### src/verilog/latsb_pkg.sv
// Latency model shared definitions
// Header layout, request-type codes and per-type delay ranges
`default_nettype none

package latsb_pkg;

   // Header and payload widths
   localparam int META_W = 16;
   localparam int DATA_W = 32;

   // Type field sits in the top bits of the header
   localparam int TYPE_W = 2;

   // Countdown counter width per slot
   localparam int CTR_W = 8;

   // Request type codes
   typedef enum logic [TYPE_W-1:0] {
      REQ_RDLINE  = 2'b00,
      REQ_WRLINE  = 2'b01,
      REQ_WRTHRU  = 2'b10,
      REQ_WRFENCE = 2'b11
   } req_type_t;

   // Read line delay bounds, inclusive
   localparam logic [CTR_W-1:0] RDLINE_MIN = 8'd8;
   localparam logic [CTR_W-1:0] RDLINE_MAX = 8'd40;

   // Write line delay bounds
   localparam logic [CTR_W-1:0] WRLINE_MIN = 8'd4;
   localparam logic [CTR_W-1:0] WRLINE_MAX = 8'd20;

   // Write-through delay bounds
   localparam logic [CTR_W-1:0] WRTHRU_MIN = 8'd2;
   localparam logic [CTR_W-1:0] WRTHRU_MAX = 8'd10;

   // Fences carry no range, they never reach the slot array

endpackage

`default_nettype wire

### src/verilog/wrfence_gate.sv
// Write fence gate between the input FIFO and the request queue
// Forwards ordinary requests, traps a fence until everything older has drained
`timescale 1ns/1ps
`default_nettype none

module wrfence_gate import latsb_pkg::*; (
   input  logic              clk,
   input  logic              rst,
   // Input FIFO head
   input  logic              in_valid_i,
   input  logic [META_W-1:0] in_meta_i,
   input  logic [DATA_W-1:0] in_data_i,
   // Downstream status
   input  logic              q_alm_full_i,
   input  logic              drain_done_i,
   output logic              in_pop_o,
   // Filtered push into the request queue
   output logic              q_push_o,
   output logic [META_W-1:0] q_meta_o,
   output logic [DATA_W-1:0] q_data_o
);

   localparam logic [1:0] ST_PASS    = 2'd0;
   localparam logic [1:0] ST_WAIT    = 2'd1;
   localparam logic [1:0] ST_RELEASE = 2'd2;

   logic [1:0] state;
   logic [1:0] state_nxt;
   req_type_t  head_type;
   logic       head_fence;
   logic       fwd_pop;

   // Type field of the head
   assign head_type  = req_type_t'(in_meta_i[META_W-1 -: TYPE_W]);
   assign head_fence = in_valid_i && (head_type == REQ_WRFENCE);

   // Ordinary heads pass while the queue has room
   assign fwd_pop  = (state == ST_PASS) && in_valid_i && !head_fence && !q_alm_full_i;
   // Fence leaves once, in the release cycle
   assign in_pop_o = fwd_pop || ((state == ST_RELEASE) && head_fence);

   always_comb begin
      state_nxt = state;
      case (state)
         ST_PASS: if (head_fence) state_nxt = ST_WAIT;
         ST_WAIT: if (drain_done_i) state_nxt = ST_RELEASE;
         // Release lasts one cycle
         default: state_nxt = ST_PASS;
      endcase
   end

   always_ff @(posedge clk) begin
      if (rst) begin
         state    <= ST_PASS;
         q_push_o <= 1'b0;
      end else begin
         state    <= state_nxt;
         q_push_o <= fwd_pop;
      end
   end

   // Forwarded request, one cycle behind its pop
   always_ff @(posedge clk) begin
      if (fwd_pop) begin
         q_meta_o <= in_meta_i;
         q_data_o <= in_data_i;
      end
   end

endmodule

`default_nettype wire

### config.mk
export PLATFORM = sky130hd
export DESIGN_NAME = wrfence_gate
export DESIGN_NICKNAME = d
export VERILOG_FILES = /design/src/verilog/latsb_pkg.sv /design/src/verilog/wrfence_gate.sv
export SDC_FILE = /design/constraint.sdc
export NUM_CORES = 1
export LEC_CHECK = 0
export ABC_AREA = 0
export CAP_MARGIN = 20
export CORE_MARGIN = 3
export CORE_UTILIZATION = 45
export CTS_CLUSTER_DIAMETER = 50
export DETAILED_ROUTE_END_ITERATION = 7
export DONT_BUFFER_PORTS = 1
export PLACE_DENSITY = 0.59
export SYNTH_ARGS = -nofsm -noshare
export SYNTH_HDL_FRONTEND = slang
export SYNTH_SLANG_ARGS = --single-unit
### constraint.sdc
create_clock -name clk -period 10.4 [get_ports clk]
set_input_delay 0.52 -clock clk [delete_from_list [all_inputs] [get_ports clk]]
set_output_delay 0.52 -clock clk [all_outputs]
set_load 0.1 [all_outputs]
==> summary.md <==
| Metric | Value |
|---|---|
| Outcome | finished clean |
| Ranking of synthesized cells by area | edfxtp_1, dfxtp_1, or4b_4 |
| Avg WL per Cell | 24.1 um |
| Cell Chain, Critical Path | or4b_4 -> o22ai_2 |
| Unrepaired setup endpoints after global routing | false |
| Fillers | 262 |
| Layout Skew | 0.00687 ns |
| Setup TNS | 0 ns |
| Diode count | 0 |
| Final period util | 0.259 |
| Placed Cells | 107 |
| DR iter-0 viols | 53 |
| Worst Setup Path Type | reg2out |
| Post-Layout Cell Count | 114 |
| Mapped Nets | 115 |
| Vias | 612 |
| Worst r2r path cells | 3 |
| Slowest stage delay, CP | 0.88 ns |
| Core area | 3200 um^2 |
| Via-to-Cell Ratio | 5.37 |
| FF+latch count, synth | 51 |
| R2R setup slack | 8.18 ns |
| Post-synthesis sequential area ratio | 0.949 |
| Syn Std Cell Area | 1580 um^2 |
| Worst setup path start | state[1] |
| CTS Buf Count | 5 |
| Drt total wl | 2750 um |
| Power density cells | 221 nW/um^2 |
| CTS tree | done |
| DRC | 0 |
| Clk buf depth | 2 |
| First-pass GRT wire length | 3840 um |
| RD Place Congestion | 0.659 |
| Worst Path Arrival | 2.17 ns |
| Rel. slew slack | 0.269 |
| Slew @ Worst Pin | 1.10 ns |
| Largest net degree at the start of global routing | 27 |
| Hold Buf Count CTS | 0 |
| CP top delay family | compound AO/OA/AOI/OAI gates |
| Crit path capture type | primary output |
| Leakage | 0.525 nW |
| Die footprint | 4260 um^2 |
| Worst Setup EP | in_pop_o |
| Post-route minimum period | 2.69 ns |
| Sink Count | 51 |
| Yosys synthesis warning count | 0 |
| Distinct cell type count after synthesis | 13 |
| Starting density of the core | 0.494 |
| Startpoint types | register |
| Final setup fails | 0 |
| Die extent in y | 65.3 um |
| Stages on worst setup path | 2 |
| Hold Crit Depth | 1 |
| Final net count | 123 |
| Worst r2r src | state[1] |
| VDD IR max | 0.000107 V |
| DRT Pass-1 Iters | 4 |
| H-tree depth | 2 |
| Highest Clock Rate | 0.372 GHz |
| Vias in the first global route | 650 |
| Die Width | 65.3 um |
| Dpl hpwl | 2120 um |
| Clk pin slew, worst setup/hold paths | 0.12 ns |
| Pre-CTS setup slack | 7.96 ns |
| Max-cap viol count | 0 |
| Post-CTS Setup Inserts | 0 |
| Clock root buffer | clkbuf_4 |
| Worst Path Buf+Inv | 0 |
| Area grow syn2layout | 7.35% |
| Gr ovfl total | 0 |
| PortBufs | 0 |
| Req. time, crit path | 9.88 ns |
| CTS resizes | 0 |
| Post-Route Utilization | 0.530 |
| Total power | 0.375 mW |
| Final hold vios | 0 |
| Cell taking the most area after synthesis | edfxtp_1 |
| Routed Antenna Nets | 0 |
| Row count | 20 |
| Initial antenna violation count | 0 |
| Clk Latency, worst-skew pair | 0.34 ns |
| Post-synthesis area per instance | 25.5 um^2 |
| I/O pin cnt | 103 |
| Reg2reg end | q_data_o[19] |
| CP Max Fanout | 4 |
| CP max-delay cell | o22ai_2 |
| Layout cell share with drive strength beyond 1 | 0.157 |
| Total GRT Usage | 0.131 |
| Final worst slack | 7.71 ns |
| Synthesized instance count | 62 |
| Top-area cell type share of the netlist area | 0.911 |
| Slew Limit Fails | 0 |
| HP Class | in2reg |
[report_power, final]
| group | internal (mW) | switching, mW |
|---|---|---|
| Sequential | 0.235 | 0.0557 |
| Combinational | 0.00145 | 0.00644 |
| Clock | 0.0241 | 0.0525 |
| Total | 0.260 | 0.115 |
[worst reg2reg max path, stage by stage (launching register included)]
cell and delay (ns):
dfxtp_1 0.36, or4b_4 0.59, nor2_4 0.51, buf_4 0.44
[cell usage after synthesis]
cell      number
a211oi_1       1
and2_1         1
dfxtp_1        3
edfxtp_1      48
inv_1          1
nand2_1        1
nand2b_1       1
nand4b_1       1
nor2_1         1
nor3_1         1
nor3_2         1
o22ai_2        1
or4b_4         1
[area by class of cell]
cell class	count	area (um^2)	area share
Clock buffer	5	37.5	0.0221
Inverter	1	3.75	0.00221
Timing Repair Buffer	1	7.51	0.00442
Tap cell	44	55.1	0.0324
Multi-Input combinational cell	10	85.1	0.0501
Clock inverter	2	8.76	0.00515
Sequential cell	51	1500	0.884
[placed cells by master (no fill, tap or decap)]
master,n
nand4b_1,1
buf_4,1
clkinv_2,1
clkinv_1,1
clkbuf_4,5
a211oi_1,1
nor2_4,1
o22ai_2,1
nand2b_1,1
or4b_4,1
dfxtp_1,3
edfxtp_1,48
inv_1,1
nand2_1,1
nor3_2,1
nor3_1,1
and2_1,1
[state kept, by name, indices dropped and copies added, names as in the netlist]
| signal | count |
|---|---|
| q_push_o | 1 |
| state | 2 |
| q_meta_o | 16 |
| q_data_o | 32 |
[per-stage QoR]
step / cell area [um^2] / hold WS (ns)
floorplan: 1580 / 0.436
global placement: 1650 / 0.449
detailed placement: 1650 / 0.479
CTS: 1700 / 0.206
global route: 1700 / 0.187
finish: 1700 / 0.231
[cells by family (layout without fill, tap and decap cells)]
family | count (synthesis) | after routing | synth area share
AND/OR/NAND/NOR | 8 | 8 | 0.0364
AO/OA/AOI/OAI | 2 | 2 | 0.0126
buffers and inverters | 1 | 9 | 0.00237
flip-flops | 51 | 51 | 0.949
[worst min path at each step]
| stage | to | slack [ns] | from |
|---|---|---|---|
| after floorplan | state[1] | 0.44 | state[0] |
| after global placement | state[1] | 0.45 | state[0] |
| after detailed placement | state[1] | 0.48 | state[0] |
| after CTS | q_push_o | 0.21 | rst |
| after global routing | q_push_o | 0.19 | rst |
| final | q_push_o | 0.23 | rst |
[per-layer routing]
layer  vias to the layer above  share of wire  track usage
met5                         -              0            0
met4                         0         0.0051       0.0622
met3                         2           0.11       0.0667
met2                        61           0.58        0.225
met1                       286           0.31        0.132
li1                        263              -            -
Note: power is estimated with default switching activity, not from simulation.
