<file path="config.mk">
export PLATFORM = sky130hd
export DESIGN_NAME = sync_fifo
export DESIGN_NICKNAME = d
export VERILOG_FILES = /design/src/verilog/sync_fifo.sv
export SDC_FILE = /design/constraint.sdc
export NUM_CORES = 1
export LEC_CHECK = 0
export BUFFER_PORTS_ARGS = -buffer_cell sky130_fd_sc_hd__buf_2
export CAP_MARGIN = 0
export CORE_ASPECT_RATIO = 1.5
export CORE_MARGIN = 1.5
export CORE_UTILIZATION = 53
export DETAILED_ROUTE_END_ITERATION = 16
export GPL_ROUTABILITY_DRIVEN = 0
export HOLD_SLACK_MARGIN = 0.05
export PLACE_DENSITY = 0.72
export SLEW_MARGIN = 40
export SYNTH_ARGS = -nofsm -noshare
export SYNTH_HDL_FRONTEND = slang
export SYNTH_SLANG_ARGS = --single-unit
</file>
<file path="constraint.sdc">
create_clock -name clk -period 6.5 [get_ports clk]
set_input_delay 0 -clock clk [delete_from_list [all_inputs] [get_ports clk]]
set_output_delay 0 -clock clk [all_outputs]
set_load 0.05 [all_outputs]
</file>
<file path="src/verilog/sync_fifo.sv">
// Synchronous FIFO, first word falls through to the head
// Occupancy count, almost-full threshold, overflow and underflow pulses
`timescale 1ns/1ps
`default_nettype none

module sync_fifo #(
   parameter int WIDTH       = 32,
   parameter int DEPTH_LOG2  = 3,
   parameter int FULL_THRESH = 6
) (
   input  logic                  clk,
   input  logic                  rst,
   // Write side
   input  logic                  wr_en_i,
   input  logic [WIDTH-1:0]      din_i,
   // Read side, head shown while valid
   input  logic                  rd_en_i,
   output logic [WIDTH-1:0]      dout_o,
   output logic                  valid_o,
   // Status
   output logic                  alm_full_o,
   output logic                  empty_o,
   output logic [DEPTH_LOG2:0]   count_o,
   output logic                  overflow_o,
   output logic                  underflow_o
);

   localparam int DEPTH = 1 << DEPTH_LOG2;
   localparam logic [DEPTH_LOG2:0] FULL_CNT = (DEPTH_LOG2 + 1)'(DEPTH);
   localparam logic [DEPTH_LOG2:0] THRESH   = (DEPTH_LOG2 + 1)'(FULL_THRESH);

   logic [WIDTH-1:0]      mem [DEPTH];
   logic [DEPTH_LOG2-1:0] wr_ptr;
   logic [DEPTH_LOG2-1:0] rd_ptr;
   logic [DEPTH_LOG2:0]   count;
   logic                  full;
   logic                  empty;
   logic                  do_wr;
   logic                  do_rd;

   assign full  = (count == FULL_CNT);
   assign empty = (count == '0);

   // Illegal accesses are dropped
   assign do_wr = wr_en_i && !full;
   assign do_rd = rd_en_i && !empty;

   // Storage array
   always_ff @(posedge clk) begin
      if (do_wr) begin
         mem[wr_ptr] <= din_i;
      end
   end

   // Pointers, count and error pulses
   always_ff @(posedge clk) begin
      if (rst) begin
         wr_ptr      <= '0;
         rd_ptr      <= '0;
         count       <= '0;
         overflow_o  <= 1'b0;
         underflow_o <= 1'b0;
      end else begin
         if (do_wr) begin
            wr_ptr <= wr_ptr + 1'b1;
         end
         if (do_rd) begin
            rd_ptr <= rd_ptr + 1'b1;
         end
         case ({do_wr, do_rd})
            2'b10:   count <= count + 1'b1;
            2'b01:   count <= count - 1'b1;
            default: count <= count;
         endcase
         overflow_o  <= wr_en_i && full;
         underflow_o <= rd_en_i && empty;
      end
   end

   // Head is combinational
   assign dout_o     = mem[rd_ptr];
   assign valid_o    = !empty;
   assign empty_o    = empty;
   assign alm_full_o = (count >= THRESH);
   assign count_o    = count;

endmodule

`default_nettype wire

</file>
==> results of run 1 <==
[final cells by class]
cell class,count,area share
Sequential cell,271,0.642
Clock buffer,32,0.0507
Timing Repair Buffer,130,0.0793
Clock inverter,10,0.00844
Multi-Input combinational cell,157,0.193
Tap cell,256,0.0257
Inverter,2,0.000603
[cell families after synthesis]
logic type,count (synthesis),synth area share
flops,271,0.760
fa+ha+maj,5,0.00595
xor+xnor,7,0.00655
compound gates,8,0.00464
buf+inv,24,0.0161
simple gates,39,0.0211
mux,98,0.186
[routing by layer]
layer / routed length (µm) / vias up
met5: 0 / -
li1: - / 2174
met1: 7670 / 2512
met3: 766 / 21
met2: 10000 / 117
met4: 321 / 0
[path summary, 6_finish.rpt]
kind                      to  slack [ns]  startpoint
hold reg to reg     register        0.49   rd_ptr[1]
hold / removal    mem[3][10]        0.29   din_i[10]
setup reg to reg  count_o[2]        3.91  count_o[0]
setup / recovery  dout_o[26]        3.68    register
[where the power goes]
group / switching (µW) / leakage, µW / internal [µW]
combinational: 727 / 0.00134 / 440
clock: 578 / 0.000356 / 761
sequential: 55.2 / 0.00245 / 2010
[state kept, by name, summed over array words and instances (netlist names), named ones only]
name / flops
mem: 256
count_o: 4
rd_ptr: 3
wr_ptr: 3
overflow_o: 1
underflow_o: 1
[stage by stage]
stage               cells  instance area, µm²  total power [µW]
global placement      773               11200              3240
CTS                   858               12400              4620
detailed placement    780               11400              3270
floorplan             452               10500              3050
finish                858               12400              4570
global route          858               12400              4740
[cell usage in the layout (no fill, tap or decap), types with 3 or more instances in the layout]
master	n
buf_4	10
edfxtp_1	256
nand2_1	3
nor2_4	3
nor3_2	4
nand2b_1	4
buf_2	76
mux2_2	27
nor2_1	9
dfxtp_1	12
clkinv_1	5
clkbuf_16	24
nand3_1	5
mux2_4	6
xor2_1	6
buf_16	4
nor3b_1	3
clkbuf_1	8
mux4_1	28
ha_1	5
a21oi_1	3
mux4_2	36
dlygate4sd3_1	36
[worst register-to-register path: stages, from the launching register on]
cell	delay [ns]
dfxtp_1	0.37
or4b_1	0.70
nand2_8	0.18
ha_1	0.29
xor2_1	0.17
ha_1	0.15
a21oi_1	0.04
xor2_1	0.16
or3_1	0.31
a21oi_1	0.15
[repair_timing]
action / 4_1_cts / 5_1_grt
hold buffers: 36 / 0
hold endpoints to repair: 271 / 0
setup buffers: 0 / 0
==> metrics, run 1 <==
status finished clean; Port Buffers 76; sequential fraction of the synthesis area 0.760; WL per Instance 21.9 µm; Yosys top cell area share 0.732; CP Class reg2out; synth top area cells edfxtp_1, mux4_2, mux4_1, mux2_2, dfxtp_1; Post-synth top flop edfxtp_1; Die Area 20,700 µm²; multi-input logic area 2400 µm²; vias in the first global route 5,147; static leakage 0.00414 µW; chip width 118 µm; via/cell ratio 5.62; worst vdd ir 0.368 mV; area grow syn2layout 18.5%; Worst Setup Start Kind register; global-route wire length before repair 29.4 mm; Num CTS Buffers 24; Mapped Nets 493; max cap viols 0; H-Tree Depth 1; Ant. Diodes 0; delay-heaviest family, CP multiplexers; crit-path max FO 55; synthesized flop and latch total 271; DR iter-0 viols 395; clock transition at the registers of the reported paths 0.06 ns; met1 Usage GRT 0.242; Setup TNS Final 0 ns; Final Util 0.644; Cell Rows 62; CTS tree done; GRT Util Overall 0.187; Post-Syn Area per Cell 23.2 µm²; worst-skew pair later-pin latency 0.52 ns; Slew HR 0.515; Via Count 4,824; antenna violations before repair 0; io pins 77; Fill cells 1,266; Commonest cells post-synth edfxtp_1, mux4_2, mux4_1; CP cell instances buf_6 -> mux4_1 -> mux2_4 -> buf_2; Synth Instances 452; Fin Clk Skew 0.0163 ns; CTS max path bufs 3; Final Hold Viols 0; min setup slack post-route 3.68 ns; worst hold path class in2reg; RSZ-0062 raised after global routing no; Reg area 8000 µm²; DRT Pass-1 Iters 4; Detail Route Antenna Nets 0; final wirelength 18.8 mm; post-synthesis cell type count 34; Worst Hold Path Cells 2; Max Freq 355 MHz; CP Data Required Time 6.50 ns; Die Y 175 µm; Max Slew Vio Count 0; area of the core 19,300 µm²; dpl ws 3.91 ns; Finish-stage setup viols 0; GRT Max-Usage Layer met2; share of post-route cells with drive strength above 1 0.347; Buf/Inv on CP 2; initial core utilization 0.544; Slew @ Worst Pin 0.728 ns; CP Capture Type output pin; post-layout min period 2.82 ns; crit path max-delay cell type mux4_1; Detail Placement HPWL 11.3 mm; clk sinks 271; Synth area leader edfxtp_1; final worst-path cycle share 0.433; Post-synth EDFFs 256; async set-reset flop share out of synthesis 0; synth warn 0; CP max stage delay 0.71 ns; crit path DAT 2.82 ns; GR Util met2 0.336; Mapped Area 10,500 µm²; most common cell in the netlist edfxtp_1; Pwr Density 367 nW/µm²; CTS Root Cell clkbuf_16; R2R depth 9; Fin Hold WS 0.287 ns; post-CTS resize count 0; fin nets 627; grt total ovfl 0; drt drc 0; met3 usage 0.0263; Worst path depth 4; largest net degree at the start of global routing 56
Power figures use the tool's default switching activity.
==> run 2: changes to the inputs <==
- PLACE_DENSITY: 0.72 -> 0.74
- clock period: 6.5 -> 2.5 ns (I/O delays scaled with it)
==> metrics, run 2 (synthesized netlist as in run 1, its figures left out) <==
clk sinks 271; antenna violations before repair 0; drt drc 0; worst vdd ir 0.968 mV; Finish-stage setup viols 0; Fin Hold WS 0.305 ns; commonest non-fill, non-tap cell in the layout edfxtp_1; chip width 118 µm; Num CTS Buffers 23; Ant. Diodes 0; CP max stage delay 0.55 ns; Finished Layout Cells 883; crit-path max FO 3; dpl ws -0.141 ns; Buf/Inv on CP 2; CP Data Required Time 2.92 ns; Via Count 4,971; largest net degree at the start of global routing 33; Die Y 175 µm; # placed instances 790; CTS tree done; most frequent cells in the layout edfxtp_1, buf_2, dlygate4sd3_1; post-layout min period 2.44 ns; initial core utilization 0.544; area of the core 19,300 µm²; worst-skew pair later-pin latency 0.50 ns; GRT Util Overall 0.190; Most flops, register mem; final worst-path cycle share 0.977; design area 12,700 µm²; max cap viols 0; CP Class reg2reg; share of post-route cells with drive strength above 1 0.396; Detail Placement HPWL 11.8 mm; Placed Area 11,500 µm²; WL per Instance 21.9 µm; multi-input logic area 2470 µm²; Worst Setup Start Kind register; Fin Clk Skew 0.00699 ns; Pwr Density 945 nW/µm²; Slew @ Worst Pin 0.580 ns; global-route wire length before repair 30.0 mm; status finished clean; CP cell instances buf_6 -> or4_4 -> nand2_4 -> inv_4 -> ha_4 -> xor2_1 -> ha_2 -> a21oi_2 -> xor2_1 -> or3_1 -> a21oi_2; crit path max-delay cell type or4_4; Cell Rows 62; area grow syn2layout 21.2%; crit path DAT 2.86 ns; fin nets 652; H-Tree Depth 1; Port Buffers 76; Final Hold Viols 0; final wirelength 19.3 mm; CP Capture Type register; via/cell ratio 5.63; Max Slew Vio Count 0; delay-heaviest family, CP simple AND/OR/NAND/NOR gates; grt total ovfl 0; Die Area 20,700 µm²; Fill cells 1,227; static leakage 0.00425 µW; Max Freq 410 MHz; min setup slack post-route 0.0584 ns; CTS Root Cell clkbuf_16; DR iter-0 viols 403; max reg flops 256; clock transition at the registers of the reported paths 0.07 ns; DRT Pass-1 Iters 4; Detail Route Antenna Nets 0; Reg area 8000 µm²; Slew HR 0.611; io pins 77; CTS max path bufs 3; worst hold path class in2reg; vias in the first global route 5,318
[run 2: changes by cell type in the layout (fill, tap and decap cells not counted), sizes merged]
cell,change
clkinvlp,+6
clkinv,+1
buf,+25
dlygate4sd3,+1
clkbuf,-6
bufinv,-2
[run 2: path summary, 6_finish.rpt]
| path | start | cells past startpoint | slack, ns | to |
|---|---|---|---|---|
| setup / recovery | count_o[3] | 11 | 0.06 | count_o[2] |
| hold / removal | din_i[9] | 2 | 0.30 | mem[1][9] |
| setup reg to reg | count_o[3] | 11 | 0.06 | count_o[2] |
| hold reg to reg | rd_ptr[2] | 2 | 0.53 | register |
[run 2: what timing repair did]
item | in CTS | in global routing
setup buffers | 4 | 8
resized for setup | 5 | 5
hold buffers | 37 | 0
endpoints found under the hold margin | 276 | 0
setup endpoints to repair | 2 | 1
pin swaps | 6 | 8
[run 2: area by class of cell]
| type | count | area share |
|---|---|---|
| Multi-Input combinational cell | 157 | 0.194 |
| Clock buffer | 26 | 0.0461 |
| Tap cell | 256 | 0.0251 |
| Sequential cell | 271 | 0.628 |
| Clock inverter | 15 | 0.00697 |
| Timing Repair Buffer | 156 | 0.0993 |
| Inverter | 2 | 0.000786 |
[run 2: metal layers]
metal	vias up	global-route usage	wire, µm
li1	2230	-	-
met1	2593	0.242	7710
met2	121	0.349	10500
met3	27	0.0260	794
met4	0	0.0442	331
met5	-	0	0
[run 2: power by group]
| part | switching, µW | internal (µW) | leakage [µW] |
|---|---|---|---|
| Clock | 1510 | 1700 | 0.000312 |
| Sequential | 148 | 5240 | 0.00245 |
| Combinational | 2020 | 1410 | 0.00149 |
[run 2: per-stage QoR]
stage                     power (µW)  utilization  setup TNS (ns)
after global routing           12400        0.659         -0.0249
after detailed placement        8690        0.596          -0.141
after global placement          8590        0.589               0
after CTS                      12000        0.654               0
after floorplan                 7990            -          -12.89
final                          12000        0.659               0
==> run 3: changes to the inputs <==
- BUFFER_PORTS_ARGS: -buffer_cell sky130_fd_sc_hd__buf_2 -> not set
- CORE_MARGIN: 1.5 -> not set
- DONT_BUFFER_PORTS: not set -> 1
- PLACE_DENSITY: 0.74 -> 0.71
==> metrics, run 3 (synthesized netlist as in run 1, its figures left out) <==
Worst Hold Path Cells 2; CP Capture Type register; Final Hold Viols 0; worst vdd ir 0.981 mV; GRT Util Overall 0.197; CTS Root Cell clkbuf_16; Setup TNS Final 0 ns; clock transition at the registers of the reported paths 0.06 ns; final worst-path cycle share 0.977; Fill cells 1,255; Worst Setup Start Kind register; Via Count 4,681; Fin Clk Skew 0.00626 ns; Buf/Inv on CP 3; crit path max-delay cell type dlygate4sd3_1; Worst path depth 8; fin nets 571; clk sinks 271; crit path DAT 2.85 ns; Final Util 0.639; final wirelength 18.9 mm; status finished clean; Die Y 174 µm; share of post-route cells with drive strength above 1 0.296; grt total ovfl 0; CP max stage delay 0.55 ns; Max Slew Vio Count 0; worst-skew pair later-pin latency 0.52 ns; Reg2Reg Setup Slack 0.06 ns; multi-input logic area 2460 µm²; Max Freq 409 MHz; vias in the first global route 5,017; Cell Rows 62; Reg2Reg Launch Point count_o[3]; WL per Instance 23.5 µm; Placed Area 11,100 µm²; Ant. Diodes 0; Pwr Density 982 nW/µm²; CTS tree done; largest net degree at the start of global routing 43; Finish-stage setup viols 0; DRT Pass-1 Iters 4; initial core utilization 0.544; post-layout min period 2.44 ns; DR iter-0 viols 328; worst hold path class in2reg; Slew @ Worst Pin 0.838 ns; CP Data Required Time 2.90 ns; launch point of the worst hold path wr_en_i; crit-path max FO 6; hold path endpoint mem[7][1]; commonest non-fill, non-tap cell in the layout edfxtp_1; chip width 117 µm; global-route wire length before repair 29.0 mm; io pins 77; RSZ-0062 raised after global routing no; area of the core 19,300 µm²; area grow syn2layout 17.5%; design area 12,400 µm²; most frequent cells in the layout edfxtp_1, dlygate4sd3_1, mux4_2; Pwr Total 12,100 µW; CTS max path bufs 3; antenna violations before repair 0; Reg area 8000 µm²; Die Area 20,400 µm²; Port Buffers 0; RR Endpoint count_o[0]; via/cell ratio 5.82; delay-heaviest family, CP buffers and inverters; H-Tree Depth 1; static leakage 0.00396 µW; CP Class reg2reg; max cap viols 0; Num CTS Buffers 25; Detail Placement HPWL 11.4 mm; Slew HR 0.439; Most flops, register mem; drt drc 0; R2R depth 8; Detail Route Antenna Nets 0; CP cell instances buf_4 -> or4_4 -> nand2_4 -> inv_1 -> ha_2 -> xor2_1 -> nor2_1 -> dlygate4sd3_1; max reg flops 256
[run 3: per-layer routing]
metal,vias up,part of all wire,GRT usage
met3,31,0.047,0.0345
li1,2069,-,-
met5,-,0,0
met1,2449,0.39,0.249
met2,132,0.54,0.343
met4,0,0.022,0.0617
[run 3: report_power, final]
| group | internal [µW] | switching (µW) | leakage (µW) |
|---|---|---|---|
| Sequential | 5250 | 157 | 0.00245 |
| Combinational | 1130 | 1890 | 0.00113 |
| Clock | 2140 | 1570 | 0.000383 |
| Total | 8520 | 3610 | 0.00396 |
[run 3: final cells by class]
type | count | share of cell area
clock inverter | 17 | 0.0136
clock buffer | 28 | 0.0516
inverter | 2 | 0.000608
tap | 256 | 0.0259
multi-input combinational | 157 | 0.199
timing repair buffer | 73 | 0.0612
sequential | 271 | 0.648
[run 3: timing repair]
action,CTS,global route
pin swaps,0,0
hold endpoints to repair,314,0
hold buffers,42,0
buffers inserted,1,0
resized for setup,0,4
endpoints found under the setup margin,1,1
gates cloned,0,0
[run 3: worst max path at each step]
stage	from	to	slack [ns]
2_1_floorplan	count_o[0]	mem[3][0]	-0.13
3_3_place_gp	count_o[1]	count_o[2]	0.06
3_5_place_dp	count_o[1]	count_o[2]	0.03
4_1_cts	count_o[1]	count_o[2]	0.0002
5_1_grt	count_o[3]	count_o[0]	0.002
6_report	count_o[3]	count_o[0]	0.06
[run 3: per-stage QoR]
step,hold slack [ns],setup slack [ns],instances
global placement,0.0643,0.0611,709
floorplan,0.0761,-0.134,452
CTS,0.0619,0.000201,804
detailed placement,0.0666,0.0277,716
global route,0.0765,0.00211,804
finish,0.0757,0.0564,804
